**src/rtl/ddbb_cfg_defs.svh**
```systemverilog
`ifndef DDBB_CFG_DEFS_SVH
`define DDBB_CFG_DEFS_SVH

// ==============================
// Bus widths
// ==============================
`define CFG_DAT_W	64		// Data path
`define CFG_ADR_W	32		// Byte address
`define CFG_TID_W	13		// Transaction id
`define CFG_SEL_W	8		// One lane per byte

`define CFG_ACK_LAT	16		// Accept edge to ack, in cycles
`define CFG_NIRQ	4		// Interrupt lines
`define CFG_IRQ_HOLD	63		// Hold-off timer terminal count

// Word indexes, address bits 13 to 3
`define CFG_WD_IDENT	0		// Vendor, device, command, status
`define CFG_WD_CLASS	1		// Class code and revision
`define CFG_WD_BAR01	2		// BAR0 low half, BAR1 high half
`define CFG_WD_BAR2	3		// BAR2 low half
`define CFG_WD_SUBSYS	5		// Subsystem ids in the high half
`define CFG_WD_ROM	6		// Expansion ROM base
`define CFG_WD_VEC01	16		// Interrupt vectors 0 and 1
`define CFG_WD_VEC23	17		// Interrupt vectors 2 and 3

`define CFG_CMD_RST	16'h4003	// Memory and IO space on
`define CFG_CMD_FIX0	16'hF8B8	// Reserved, special cycle, MWI, palette snoop
`define CFG_CMD_FIX1	16'h0200	// Fast back-to-back always on
`define CFG_STAT_FIX	16'h02A0	// Medium DEVSEL, fast back-to-back, 66 MHz

`endif

```
**src/rtl/ddbb_cfg_pkg.sv**
```systemverilog
`include "ddbb_cfg_defs.svh"

package ddbb_cfg_pkg;

	// ==============================
	// Request from the bus
	// ==============================
	typedef struct packed {
		logic				cyc;	// Bus cycle active
		logic				we;	// Write
		logic				erc;	// Last cycle of a write burst, wants an ack
		logic [`CFG_SEL_W-1:0]		sel;	// Byte lanes
		logic [`CFG_ADR_W-1:0]		adr;
		logic [`CFG_DAT_W-1:0]		dat;
		logic [`CFG_TID_W-1:0]		tid;
	} cfg_req_t;

	// ==============================
	// Response to the bus
	// ==============================
	typedef struct packed {
		logic				ack;	// One-cycle pulse
		logic [`CFG_TID_W-1:0]		tid;	// Echo of request tid
		logic [`CFG_ADR_W-1:0]		adr;	// Echo of request address
		logic [`CFG_DAT_W-1:0]		dat;	// Read data, sampled at accept
	} cfg_resp_t;

	// Message slot on the daisy-chained interrupt bus, zero means empty
	typedef logic [15:0] irq_vec_t;

endpackage

```
**src/rtl/bar_unit.sv**
```systemverilog
`include "ddbb_cfg_defs.svh"

module bar_unit import ddbb_cfg_pkg::*; #(
	parameter logic [`CFG_ADR_W-1:0] RST_VAL = 32'h1,
	parameter logic [`CFG_ADR_W-1:0] MASK    = 32'h0	// Decoded address bits
) (
	input  logic			clk_i,
	input  logic			rst_i,
	input  logic			wr_i,
	input  logic [3:0]		sel_i,
	input  logic [31:0]		dat_i,
	input  cfg_req_t		req_i,
	output logic [31:0]		bar_o,
	output logic			cs_o
);

	// Sizing write returns the mask, anything else is a byte-lane update
	always_ff @(posedge clk_i) begin
		if (rst_i) begin
			bar_o <= RST_VAL;
		end else if (wr_i) begin
			if (&sel_i && dat_i == 32'hFFFF_FFFF) begin
				bar_o <= MASK;
			end else begin
				for (int b = 0; b < 4; b++) begin
					if (sel_i[b]) bar_o[b*8 +: 8] <= dat_i[b*8 +: 8];
				end
			end
		end
	end

	// Chip select on a match of every masked bit
	assign cs_o = req_i.cyc && ((req_i.adr ^ bar_o) & MASK) == '0;

endmodule

```
**src/rtl/cfg_regs.sv**
```systemverilog
`include "ddbb_cfg_defs.svh"

module cfg_regs import ddbb_cfg_pkg::*; #(
	parameter logic [5:0]	BUS_NUM		= 6'd0,
	parameter logic [4:0]	DEV_NUM		= 5'd0,
	parameter logic [2:0]	FUNC_NUM	= 3'd0,
	parameter logic [15:0]	VENDOR_ID	= 16'h0,
	parameter logic [15:0]	DEVICE_ID	= 16'h0,
	parameter logic [15:0]	SUBSYS_ID	= 16'h0,
	parameter logic [15:0]	SUBSYS_VENDOR_ID = 16'h0,
	parameter logic [31:0]	CLASS_CODE	= 32'h0
) (
	input  logic			clk_i,
	input  logic			rst_i,
	input  logic			cs_i,
	input  cfg_req_t		req_i,
	input  logic [`CFG_NIRQ-1:0]	irq_i,
	input  logic [2:0][31:0]	bar_i,
	output logic			accept_o,
	output logic [2:0]		bar_wr_o,
	output irq_vec_t [`CFG_NIRQ-1:0]	vec_o,
	output logic			int_dis_o,
	output logic [`CFG_DAT_W-1:0]	rd_dat_o
);

	logic [10:0]	wd;		// 64-bit word index
	logic		wr;		// Accepted write
	logic [15:0]	cmd_q;		// Raw command bits as written
	logic [15:0]	cmd;		// With fixed bits applied
	logic [15:0]	stat;

	// ==============================
	// Config cycle decode
	// ==============================
	assign accept_o = cs_i && req_i.cyc
		&& req_i.adr[27:22] == BUS_NUM
		&& req_i.adr[21:17] == DEV_NUM
		&& req_i.adr[16:14] == FUNC_NUM;

	assign wd = req_i.adr[13:3];
	assign wr = accept_o && req_i.we;

	// BAR strobes only when some lane of its half is enabled
	assign bar_wr_o[0] = wr && wd == `CFG_WD_BAR01 && |req_i.sel[3:0];
	assign bar_wr_o[1] = wr && wd == `CFG_WD_BAR01 && |req_i.sel[7:4];
	assign bar_wr_o[2] = wr && wd == `CFG_WD_BAR2 && |req_i.sel[3:0];

	assign cmd = (cmd_q & ~`CFG_CMD_FIX0) | `CFG_CMD_FIX1;
	assign int_dis_o = cmd[10];
	assign stat = `CFG_STAT_FIX | {12'h000, |irq_i, 3'b000};	// Bit 3 is interrupt status

	// Command sits in lanes 4 and 5 of word 0, vectors need a whole half
	always_ff @(posedge clk_i) begin
		if (rst_i) begin
			cmd_q <= `CFG_CMD_RST;
			vec_o <= '0;
		end else if (wr) begin
			if (wd == `CFG_WD_IDENT) begin
				if (req_i.sel[4]) cmd_q[7:0] <= req_i.dat[39:32];
				if (req_i.sel[5]) cmd_q[15:8] <= req_i.dat[47:40];
			end
			if (wd == `CFG_WD_VEC01) begin
				if (&req_i.sel[3:0]) vec_o[0] <= req_i.dat[15:0];
				if (&req_i.sel[7:4]) vec_o[1] <= req_i.dat[47:32];
			end
			if (wd == `CFG_WD_VEC23) begin
				if (&req_i.sel[3:0]) vec_o[2] <= req_i.dat[15:0];
				if (&req_i.sel[7:4]) vec_o[3] <= req_i.dat[47:32];
			end
		end
	end

	// ==============================
	// Read data mux
	// ==============================
	always_comb begin
		rd_dat_o = '0;				// Unmapped words
		case (wd)
			`CFG_WD_IDENT:	rd_dat_o = {stat, cmd, DEVICE_ID, VENDOR_ID};
			`CFG_WD_CLASS:	rd_dat_o = {32'h0, CLASS_CODE};	// Header type 0, no latency timer
			`CFG_WD_BAR01:	rd_dat_o = {bar_i[1], bar_i[0]};
			`CFG_WD_BAR2:	rd_dat_o = {32'hFFFF_FFFF, bar_i[2]};	// BAR3 not implemented
			`CFG_WD_BAR2 + 1: rd_dat_o = '1;	// BAR4 and BAR5 not implemented
			`CFG_WD_SUBSYS:	rd_dat_o = {SUBSYS_ID, SUBSYS_VENDOR_ID, 32'h0};
			`CFG_WD_ROM:	rd_dat_o = '0;		// No expansion ROM
			`CFG_WD_VEC01:	rd_dat_o = {16'h0, vec_o[1], 16'h0, vec_o[0]};
			`CFG_WD_VEC23:	rd_dat_o = {16'h0, vec_o[3], 16'h0, vec_o[2]};
			default:	rd_dat_o = '0;
		endcase
	end

endmodule

```
**src/rtl/ddbb_cfg.sv**
```systemverilog
`include "ddbb_cfg_defs.svh"

module ddbb_cfg import ddbb_cfg_pkg::*; #(
	parameter logic [5:0]	BUS_NUM		= 6'd0,
	parameter logic [4:0]	DEV_NUM		= 5'd0,
	parameter logic [2:0]	FUNC_NUM	= 3'd0,
	parameter logic [15:0]	VENDOR_ID	= 16'h0,
	parameter logic [15:0]	DEVICE_ID	= 16'h0,
	parameter logic [15:0]	SUBSYS_ID	= 16'h0,
	parameter logic [15:0]	SUBSYS_VENDOR_ID = 16'h0,
	parameter logic [31:0]	CLASS_CODE	= 32'h0380_0100,	// Class, subclass, prog-if, rev
	parameter logic [31:0]	BAR0_RST	= 32'h1,
	parameter logic [31:0]	BAR1_RST	= 32'h1,
	parameter logic [31:0]	BAR2_RST	= 32'h1,
	parameter logic [31:0]	BAR0_MASK	= 32'h0,
	parameter logic [31:0]	BAR1_MASK	= 32'h0,
	parameter logic [31:0]	BAR2_MASK	= 32'h0
) (
	input  logic			clk_i,
	input  logic			rst_i,
	input  logic			cs_i,
	input  cfg_req_t		req_i,
	input  logic [`CFG_NIRQ-1:0]	irq_i,
	input  irq_vec_t		irq_chain_i,
	output cfg_resp_t		resp_o,
	output irq_vec_t		irq_chain_o,
	output logic			cs_bar0_o,
	output logic			cs_bar1_o,
	output logic			cs_bar2_o
);

	logic				accept;		// Config cycle for this function
	logic [2:0]			bar_wr;		// One write strobe per BAR
	logic [2:0][31:0]		bar;
	irq_vec_t [`CFG_NIRQ-1:0]	vec;
	logic				int_dis;
	logic [`CFG_DAT_W-1:0]		rd_dat;
	cfg_resp_t			rsp_d;		// Response entering the delay line

	cfg_regs #(
		.BUS_NUM(BUS_NUM), .DEV_NUM(DEV_NUM), .FUNC_NUM(FUNC_NUM),
		.VENDOR_ID(VENDOR_ID), .DEVICE_ID(DEVICE_ID),
		.SUBSYS_ID(SUBSYS_ID), .SUBSYS_VENDOR_ID(SUBSYS_VENDOR_ID),
		.CLASS_CODE(CLASS_CODE)
	) i_regs (
		.clk_i, .rst_i, .cs_i, .req_i, .irq_i,
		.bar_i(bar), .accept_o(accept), .bar_wr_o(bar_wr),
		.vec_o(vec), .int_dis_o(int_dis), .rd_dat_o(rd_dat)
	);

	// ==============================
	// Base address registers
	// ==============================
	bar_unit #(.RST_VAL(BAR0_RST), .MASK(BAR0_MASK)) i_bar0 (
		.clk_i, .rst_i, .wr_i(bar_wr[0]), .sel_i(req_i.sel[3:0]),
		.dat_i(req_i.dat[31:0]), .req_i, .bar_o(bar[0]), .cs_o(cs_bar0_o)
	);
	bar_unit #(.RST_VAL(BAR1_RST), .MASK(BAR1_MASK)) i_bar1 (	// Upper half of word 2
		.clk_i, .rst_i, .wr_i(bar_wr[1]), .sel_i(req_i.sel[7:4]),
		.dat_i(req_i.dat[63:32]), .req_i, .bar_o(bar[1]), .cs_o(cs_bar1_o)
	);
	bar_unit #(.RST_VAL(BAR2_RST), .MASK(BAR2_MASK)) i_bar2 (
		.clk_i, .rst_i, .wr_i(bar_wr[2]), .sel_i(req_i.sel[3:0]),
		.dat_i(req_i.dat[31:0]), .req_i, .bar_o(bar[2]), .cs_o(cs_bar2_o)
	);

	irq_chain i_irq (
		.clk_i, .rst_i, .irq_i, .int_dis_i(int_dis), .vec_i(vec),
		.irq_chain_i, .irq_chain_o
	);

	// Reads and end-of-burst writes get an ack, all fields zero otherwise
	always_comb begin
		rsp_d = '0;
		if (accept && (!req_i.we || req_i.erc)) begin
			rsp_d.ack = 1'b1;
			rsp_d.tid = req_i.tid;
			rsp_d.adr = req_i.adr;
			rsp_d.dat = rd_dat;	// Value before this cycle's write
		end
	end

	resp_delay #(.DEPTH(`CFG_ACK_LAT)) i_dly (
		.clk_i, .rst_i, .d_i(rsp_d), .q_o(resp_o)
	);

endmodule

```
**src/rtl/irq_chain.sv**
```systemverilog
`include "ddbb_cfg_defs.svh"

module irq_chain import ddbb_cfg_pkg::*; (
	input  logic			clk_i,
	input  logic			rst_i,
	input  logic [`CFG_NIRQ-1:0]	irq_i,
	input  logic			int_dis_i,
	input  irq_vec_t [`CFG_NIRQ-1:0]	vec_i,
	input  irq_vec_t		irq_chain_i,
	output irq_vec_t		irq_chain_o
);

	localparam logic [5:0] HOLD = 6'(`CFG_IRQ_HOLD);

	logic [`CFG_NIRQ-1:0]		pend_q;		// Waiting for an empty slot
	logic [`CFG_NIRQ-1:0][5:0]	tmr_q;		// Hold-off after each insertion
	logic [`CFG_NIRQ-1:0]		ins_oh;		// Line inserted this cycle
	irq_vec_t			ins_vec;	// Next chain value

	// ==============================
	// Slot insertion
	// ==============================
	always_comb begin
		ins_oh = '0;
		ins_vec = irq_chain_i;			// Forward by default
		if (irq_chain_i == '0) begin		// Empty slot
			for (int i = `CFG_NIRQ - 1; i >= 0; i--) begin
				if (pend_q[i]) begin	// Lowest pending wins
					ins_oh = '0;
					ins_oh[i] = 1'b1;
					ins_vec = vec_i[i];
				end
			end
		end
	end

	always_ff @(posedge clk_i) begin
		if (rst_i) begin
			irq_chain_o <= '0;
			pend_q <= '0;
			for (int i = 0; i < `CFG_NIRQ; i++) tmr_q[i] <= HOLD;	// Ready at once
		end else begin
			irq_chain_o <= ins_vec;
			for (int i = 0; i < `CFG_NIRQ; i++) begin
				if (ins_oh[i]) begin
					pend_q[i] <= 1'b0;	// Clear beats a new request
					tmr_q[i] <= '0;
				end else begin
					if (irq_i[i] && !int_dis_i && tmr_q[i] == HOLD)
						pend_q[i] <= 1'b1;
					if (tmr_q[i] != HOLD)
						tmr_q[i] <= tmr_q[i] + 6'd1;	// Saturates at terminal
				end
			end
		end
	end

endmodule

```
**src/rtl/resp_delay.sv**
```systemverilog
`include "ddbb_cfg_defs.svh"

module resp_delay import ddbb_cfg_pkg::*; #(
	parameter int DEPTH = `CFG_ACK_LAT	// Stages, equals ack latency
) (
	input  logic		clk_i,
	input  logic		rst_i,
	input  cfg_resp_t	d_i,
	output cfg_resp_t	q_o
);

	cfg_resp_t stage_q [DEPTH];		// One slot per cycle in flight

	// ==============================
	// Shift pipeline
	// ==============================
	always_ff @(posedge clk_i) begin
		if (rst_i) begin
			for (int i = 0; i < DEPTH; i++) stage_q[i] <= '0;	// No stale acks
		end else begin
			stage_q[0] <= d_i;
			for (int i = 1; i < DEPTH; i++) begin
				stage_q[i] <= stage_q[i-1];
			end
		end
	end

	// Last stage drives the bus directly
	assign q_o = stage_q[DEPTH-1];

endmodule

```
**config.mk**
```make
export PLATFORM = sky130hd
export DESIGN_NAME = ddbb_cfg
export DESIGN_NICKNAME = d
export VERILOG_FILES = /design/src/rtl/ddbb_cfg_pkg.sv /design/src/rtl/bar_unit.sv /design/src/rtl/cfg_regs.sv /design/src/rtl/ddbb_cfg.sv /design/src/rtl/irq_chain.sv /design/src/rtl/resp_delay.sv
export VERILOG_INCLUDE_DIRS = /design/src /design/src/rtl
export SDC_FILE = /design/constraint.sdc
export NUM_CORES = 2
export LEC_CHECK = 0
export ABC_AREA = 1
export ABC_CLOCK_PERIOD_IN_PS = 2750
export BUFFER_PORTS_ARGS = -buffer_cell sky130_fd_sc_hd__buf_2
export CORE_MARGIN = 2
export CORE_UTILIZATION = 45
export CTS_CLUSTER_SIZE = 14
export DETAILED_ROUTE_END_ITERATION = 7
export GPL_TIMING_DRIVEN = 0
export SYNTH_ARGS = -nofsm -noshare
export SYNTH_HDL_FRONTEND = slang
export SYNTH_SLANG_ARGS = --single-unit
export TNS_END_PERCENT = 1
```
**constraint.sdc**
```tcl
create_clock -name clk_i -period 2.75 [get_ports clk_i]
set_input_delay 0.55 -clock clk_i [delete_from_list [all_inputs] [get_ports clk_i]]
set_output_delay 0.55 -clock clk_i [all_outputs]
set_load 0.01 [all_outputs]
```
==> Yosys cells after proc, flatten, opt, wreduce, memory -nomap -nowiden <==
Memory sizes are Yosys's and may differ from the RTL's.
Cells that the tools add are included.
{ "word_totals": {"register_bits": 214, "latch_bits": 0, "mem_bits_rw": 1760, "rom_bits": 0, "in_bits": 143, "output_inout_bits": 129, "wordCells": 181, "memories": 1} }
{ "classes": {"add_sub_neg": 4, "n_mul": 0, "div_mod_pow": 0, "n_lt_le_gt_ge": 0, "n_eq_ne": 16, "n_shift": 0, "mux": 49, "bitwise_logic": 16, "n_reduce_logical": 68} }
{ "memory_table": {"columns": ["memory", "words", "width", "read_ports", "rd_clocked_by_memory_dff", "wr", "line_no", "text"], "rows": [
  ["i_dly.stage_q", 16, 110, 16, 0, 16, "resp_delay.sv:12", "cfg_resp_t stage_q [DEPTH];"]
]} }
{ "ops": {"columns": ["cell", "n"], "rows": [
  ["$mux 110", 17],
  ["$pmux 64 s7", 1],
  ["$mux 16", 5],
  ["$eq 32x32->1 const B", 2],
  ["$mux 32", 2],
  ["$mux 8", 8],
  ["$mux 6", 8],
  ["$add 6x1->6 const B", 4],
  ["$eq 6x6->1 const B", 4],
  ["$ne 6x6->1 const B", 4],
  ["$reduce_and 2->1", 12],
  ["$reduce_and 6->1", 4],
  ["$reduce_bool 2->1", 12],
  ["$eq 11x2->1 const B", 2],
  ["$eq 11x5->1 const B", 2],
  ["$logic_and 1x1->1", 21],
  ["$mux 4", 5],
  ["$logic_not 16->1", 1],
  ["$or 1x1->1", 16],
  ["$reduce_or 4->1", 3],
  ["$eq 11x1->1 const B", 1],
  ["$eq 11x3->1 const B", 1],
  ["$logic_not 11->1", 1],
  ["$reduce_and 4->1", 2],
  ["8 further kinds", 15]
]} }

==> Logic depth before layout (Yosys ltp) <==
{ "depth": {"ltp_word": 8, "depth_mapped": 12, "ltp_nobuf": 11} }

==> Hierarchy <==
Synthesis repeated with hierarchy kept, for this count alone.
{ "hier_totals": {"hier_cells": 7589, "area_unflattened_um2": 64455.6} }
{ "by_module_without_submodules": {"columns": ["module", "n_inst", "cells_each", "area_each_um2", "seq_area_each_um2"], "rows": [
  ["resp_delay", 1, 5586, 51229.1, 35233.8],
  ["cfg_regs", 1, 803, 4747.1, 1401.3],
  ["bar_unit", 3, 176, 1326.3, 640.6],
  ["irq_chain", 1, 438, 2688.8, 880.8],
  ["ddbb_cfg", 1, 234, 1811.7, 0.0]
]} }

==> Worst setup path before layout <==
No wires, ideal clock.
{ "synth_path": {"path_kind": "input to register", "startpoint": "in req_i[85] in the netlist's numbering", "endpoint": "reg i_bar2.bar_o[2]", "setup_time_ns": 0.113, "arrival_time_ns": 1.747, "required_time_ns": 2.637, "slack_ns": 0.891, "path_stages": 11, "path_buffers": 1, "cell_sequence": "inv_1 -> nand2_1 -> nor2_4 -> nand2_4 -> clkinv_2 -> nand3_1 -> nor2_2 -> buf_6 -> nand2_1 -> nor2_1 -> nor2_1"} }
{ "synth_between": {"elab_chain_len": 4} }
{ "synth_rtl": {"columns": ["item", "line_no", "text"], "rows": [
  ["start, declared", "ddbb_cfg.sv:22", "input cfg_req_t req_i,"],
  ["$eq 11x2->1 (no line)", null, null],
  ["$logic_and 1x1->1 (no line)", null, null],
  ["$logic_and 1x1->1", "cfg_regs.sv:46", "assign bar_wr_o[2] = wr && wd == `CFG_WD_BAR2 && |req_i.sel[3:0];"],
  ["$reduce_and 2->1 (no line)", null, null],
  ["end signal, assigned by index", "bar_unit.sv:26", "if (sel_i[b]) bar_o[b*8 +: 8] <= dat_i[b*8 +: 8];"],
  ["end, declared", "bar_unit.sv:13", "output logic [31:0] bar_o,"]
]} }
No other way between the ends.
A chain may end at the register's enable or synchronous reset.

==> key figures <==
Run status
  – Status: complete, no violations

CTS
  – Clk sinks: 1970
  – TritonCTS clock tree: yes
  – Root buffer cell: clkbuf_16
  – Clock latency on the worst-skew pair: ~0.8 ns
  – Clock Pin Slew Worst Setup and Hold Paths: ~0.06 ns
  – H-tree Lvls: 4
  – CTS max path bufs: 3
  – Clock buffer count from CTS: 190

Yosys
  – Number of library cell types mapped by synthesis: 40
  – Post-synthesis simple-gate area fraction: 0.180
  – Post-synth EDFFs: 0
  – Post-Synth XOR/XNOR Area: 0.00158
  – Top_reg_cell synth: dfxtp_1
  – Seq cells post-synth: 1970
  – Synth Area in Compound Gates: 0.0225
  – Ys async rst share: 0
  – Avg Synthesized Cell Area: roughly 8.3 um2
  – Ys Warns: 0
  – Post-synthesis sequential area ratio: 0.645
  – Synth Cell Area: 61100 um2
  – Synth Instances: 7357
  – Main combinational cell family by area after synthesis: simple AND/OR/NAND/NOR gates
  – Synth Area in Adders: 0.000819
  – Post-synthesis mux area share: 0.000328

GRT
  – Grt ovf: 0
  – Overall routing resource usage: 0.165
  – Vias in the first global route: 37500
  – Initial antenna violation count: 1
  – Largest net degree at the start of global routing: 17
  – First-pass GRT wire length: 185 mm

Floorplan
  – Starting Density: 0.452
  – Die area: 139000 um2
  – Die Wd: 373 um
  – Row count: between 100 and 150
  – Chip height: 373 um
  – Core ar.: 135000 um2
  – Ports: 272

STA
  – Least-Margin Pin Slew: roughly 0.94 ns
  – RSZ-0062 raised after global routing: no
  – Worst rel slew slack: 0.377
  – Hold Fails Final Rpt: 0
  – Final Slew Violations: 0
  – Final worst-path cycle share: 0.944
  – Worst-case clock skew: roughly 0.024 ns
  – Setup_tns: 0 ns
  – Setup violations, final: 0
  – Minimum clock period: 2.60 ns
  – Fmax: 385 MHz

Setup path
  – Worst setup SP type: input port
  – Worst Reg-to-Reg Cells: 6
  – Setup CP Type: in2reg
  – Reg-to-reg endpoint: i_irq.tmr_q[18]$_SDFFE_PP1P_
  – Critical Path Sink Type: flip-flop
  – R2R Setup Slk: ~0.64 ns
  – Worst path max stage delay: 0.53 ns
  – R2r startpoint: i_irq.pend_q[0]$_SDFFE_PP0P_
  – Crit Path Max Fanout: 10
  – Max stage delay cell, worst path: dlygate4sd3_1
  – Worst Path Required: 3.45 ns
  – Critical-path cell list: dlygate4sd3_1 > buf_2 > inv_1 > nand3_1 > inv_1 > nand4_1 > inv_1 > buf_2 > buf_2 > nand2_1 > a21oi_1
  – Worst Path Arrival: 3.30 ns

Power
  – P_leak: between 20 and 30 nW
  – PwrDens: 798 nW/um2
  – Sw Ratio: 0.212
  – Internal: 0.0449 W
  – Final Power: 0.0570 W
  – Clock share of power: 0.453
  – Sw power: 0.0121 W
  – Comb power frac: 0.040
  – Sequential Power Share: 0.507
  – Worst VDD drop: 0.486 mV

Placement
  – Detailed placer's ending HPWL: 83.0 mm
  – Port buffer count: 266
  – Routability cong.: 0.933

Run
  – MaxCap Viol Count: 0

Drt
  – Vias per cell: 4.01
  – Average routed wire per standard cell: 11.3 um
  – DRT iter0 DRCs: 1992
  – Vias: between 30000 and 40000
  – Post-route DRC: 0
  – Router iterations before antenna repair: 8
  – Routed WL: about 110 mm
  – Routed Antenna Nets: 0

Layout
  – Post-layout nets: about 8000
  – Most frequent cells in the layout: nor2_1, dfxtp_1, inv_1, nand2_1, buf_2
  – Layout area overhead: 16.9%
  – Commonest non-fill, non-tap cell in the layout: nor2_1
  – Layout cell share with drive strength beyond 1: 0.0952

Worst hold path
  – WHS Endpoint: i_irq.irq_chain_o[2]$_SDFF_PP0_
  – Startpoint of the worst hold path: irq_chain_i[2]
  – Hold path cells: 3
  – HP Class: in2reg
-- how the worst max path moves through the flow --
stage | start | to | depth (start not counted)
finish | req_i[88] | i_dly.stage_q[0][36]$_SDFF_PP0_ | 11
global route | req_i[88] | i_dly.stage_q[0][36]$_SDFF_PP0_ | 11
CTS | req_i[88] | i_dly.stage_q[0][15]$_SDFF_PP0_ | 10
detailed placement | req_i[98] | i_dly.stage_q[0][94]$_SDFF_PP0_ | 10
global placement | req_i[98] | i_dly.stage_q[0][97]$_SDFF_PP0_ | 10
floorplan | req_i[85] | i_bar2.bar_o[2]$_SDFFE_PP0P_ | 11
-- area by class of cell --
class                   instances  area (um2)
diodes                          2        5.00
inverters                    1904        7150
clock inverters                64         800
plain buffers                 396        1990
multi-input cells            3100       12600
repair buffers                295        1620
flip-flops and latches       1970       39400
clock buffers                 284        5630
well taps                    1781        2230
fillers                     12900       63700
-- stage by stage --
step	instance area, um2	hold slack (ns)	utilization	cells	setup WS [ns]
2_1_floorplan	61200	0.388	-	7370	0.891
3_3_place_gp	64700	0.393	0.479	9417	-0.291
3_5_place_dp	64700	0.392	0.479	9417	-0.316
4_1_cts	71500	0.000168	0.529	9794	0.0777
5_1_grt	71500	0.0257	0.529	9795	0.108
6_report	71500	0.0562	0.529	9796	0.153
-- critical path: cells and delay by family --
family | cells | cell delay [ns]
AOI/OAI and AO/OA | 1 | 0.21
buffers and inverters | 7 | 1.70
and+or+nand+nor | 3 | 0.83
-- kinds of logic (layout without fill, tap and decap cells) --
| logic type | Yosys count | after routing |
|---|---|---|
| and+or+nand+nor | 2802 | 2802 |
| buffers and inverters | 2300 | 2943 |
| DFF | 1970 | 1970 |
| AOI/OAI and AO/OA | 267 | 267 |
| xor gates and xnor gates | 11 | 11 |
| adders and majority gates | 4 | 4 |
| muxes | 2 | 2 |
| other | 1 | 16 |
-- cells in the mapped netlist (2+ instances only) --
cell	count	area [um2]
a211oi_1	8	60.1
a21oi_1	83	415
a31oi_1	6	37.5
buf_1	22	82.6
buf_2	21	105
buf_4	118	886
buf_6	4	45.0
clkbuf_1	231	867
dfxtp_1	1970	39400
ha_1	4	50.1
inv_1	1890	7090
inv_2	13	48.8
mux2i_1	2	20.0
nand2_1	478	1790
nand2_2	5	31.3
nand3_1	138	691
nand3_2	5	50.1
nand4_1	18	113
nand4_2	8	100
nor2_1	2116	7940
nor2_2	9	56.3
nor2_4	4	45.0
nor3_1	13	65.1
o211ai_1	2	15.0
o21ai_0	163	816
o21ai_1	2	10.0
o31ai_1	2	15.0
xnor2_1	2	17.5
xor2_1	9	78.8
-- power by group through the flow --
stage | logic [W] | clock network, W | registers (W)
2_1_floorplan | 0.00156 | 0 | 0.0295
3_3_place_gp | 0.00219 | 0 | 0.0295
3_5_place_dp | 0.00224 | 0 | 0.0295
4_1_cts | 0.00228 | 0.0265 | 0.0289
5_1_grt | 0.00260 | 0.0277 | 0.0289
6_report | 0.00228 | 0.0258 | 0.0289
-- state kept, by name, indices dropped and copies added (netlist names) --
signal,cells
i_dly.stage_q,1760
i_regs.vec_o,64
i_bar0.bar_o,32
i_bar1.bar_o,32
i_bar2.bar_o,32
i_irq.tmr_q,24
i_irq.irq_chain_o,16
i_regs.cmd_q,6
i_irq.pend_q,4
-- metal layers --
layer | GRT usage | up-vias | share of wire
met3 | 0.0319 | 284 | 0.055
li1 | - | 21500 | -
met1 | 0.200 | 16600 | 0.44
met2 | 0.282 | 920 | 0.46
met5 | 0 | - | 0
met4 | 0.0739 | 0 | 0.042
-- repair_timing --
item / 4_1_cts / 5_1_grt
setup buffers: 0 / 0
resized for setup: 0 / 2
endpoints found under the hold margin: 29 / 0
setup endpoints to repair: 0 / 5
hold buffers: 29 / 0
Power figures use the tool's default switching activity.
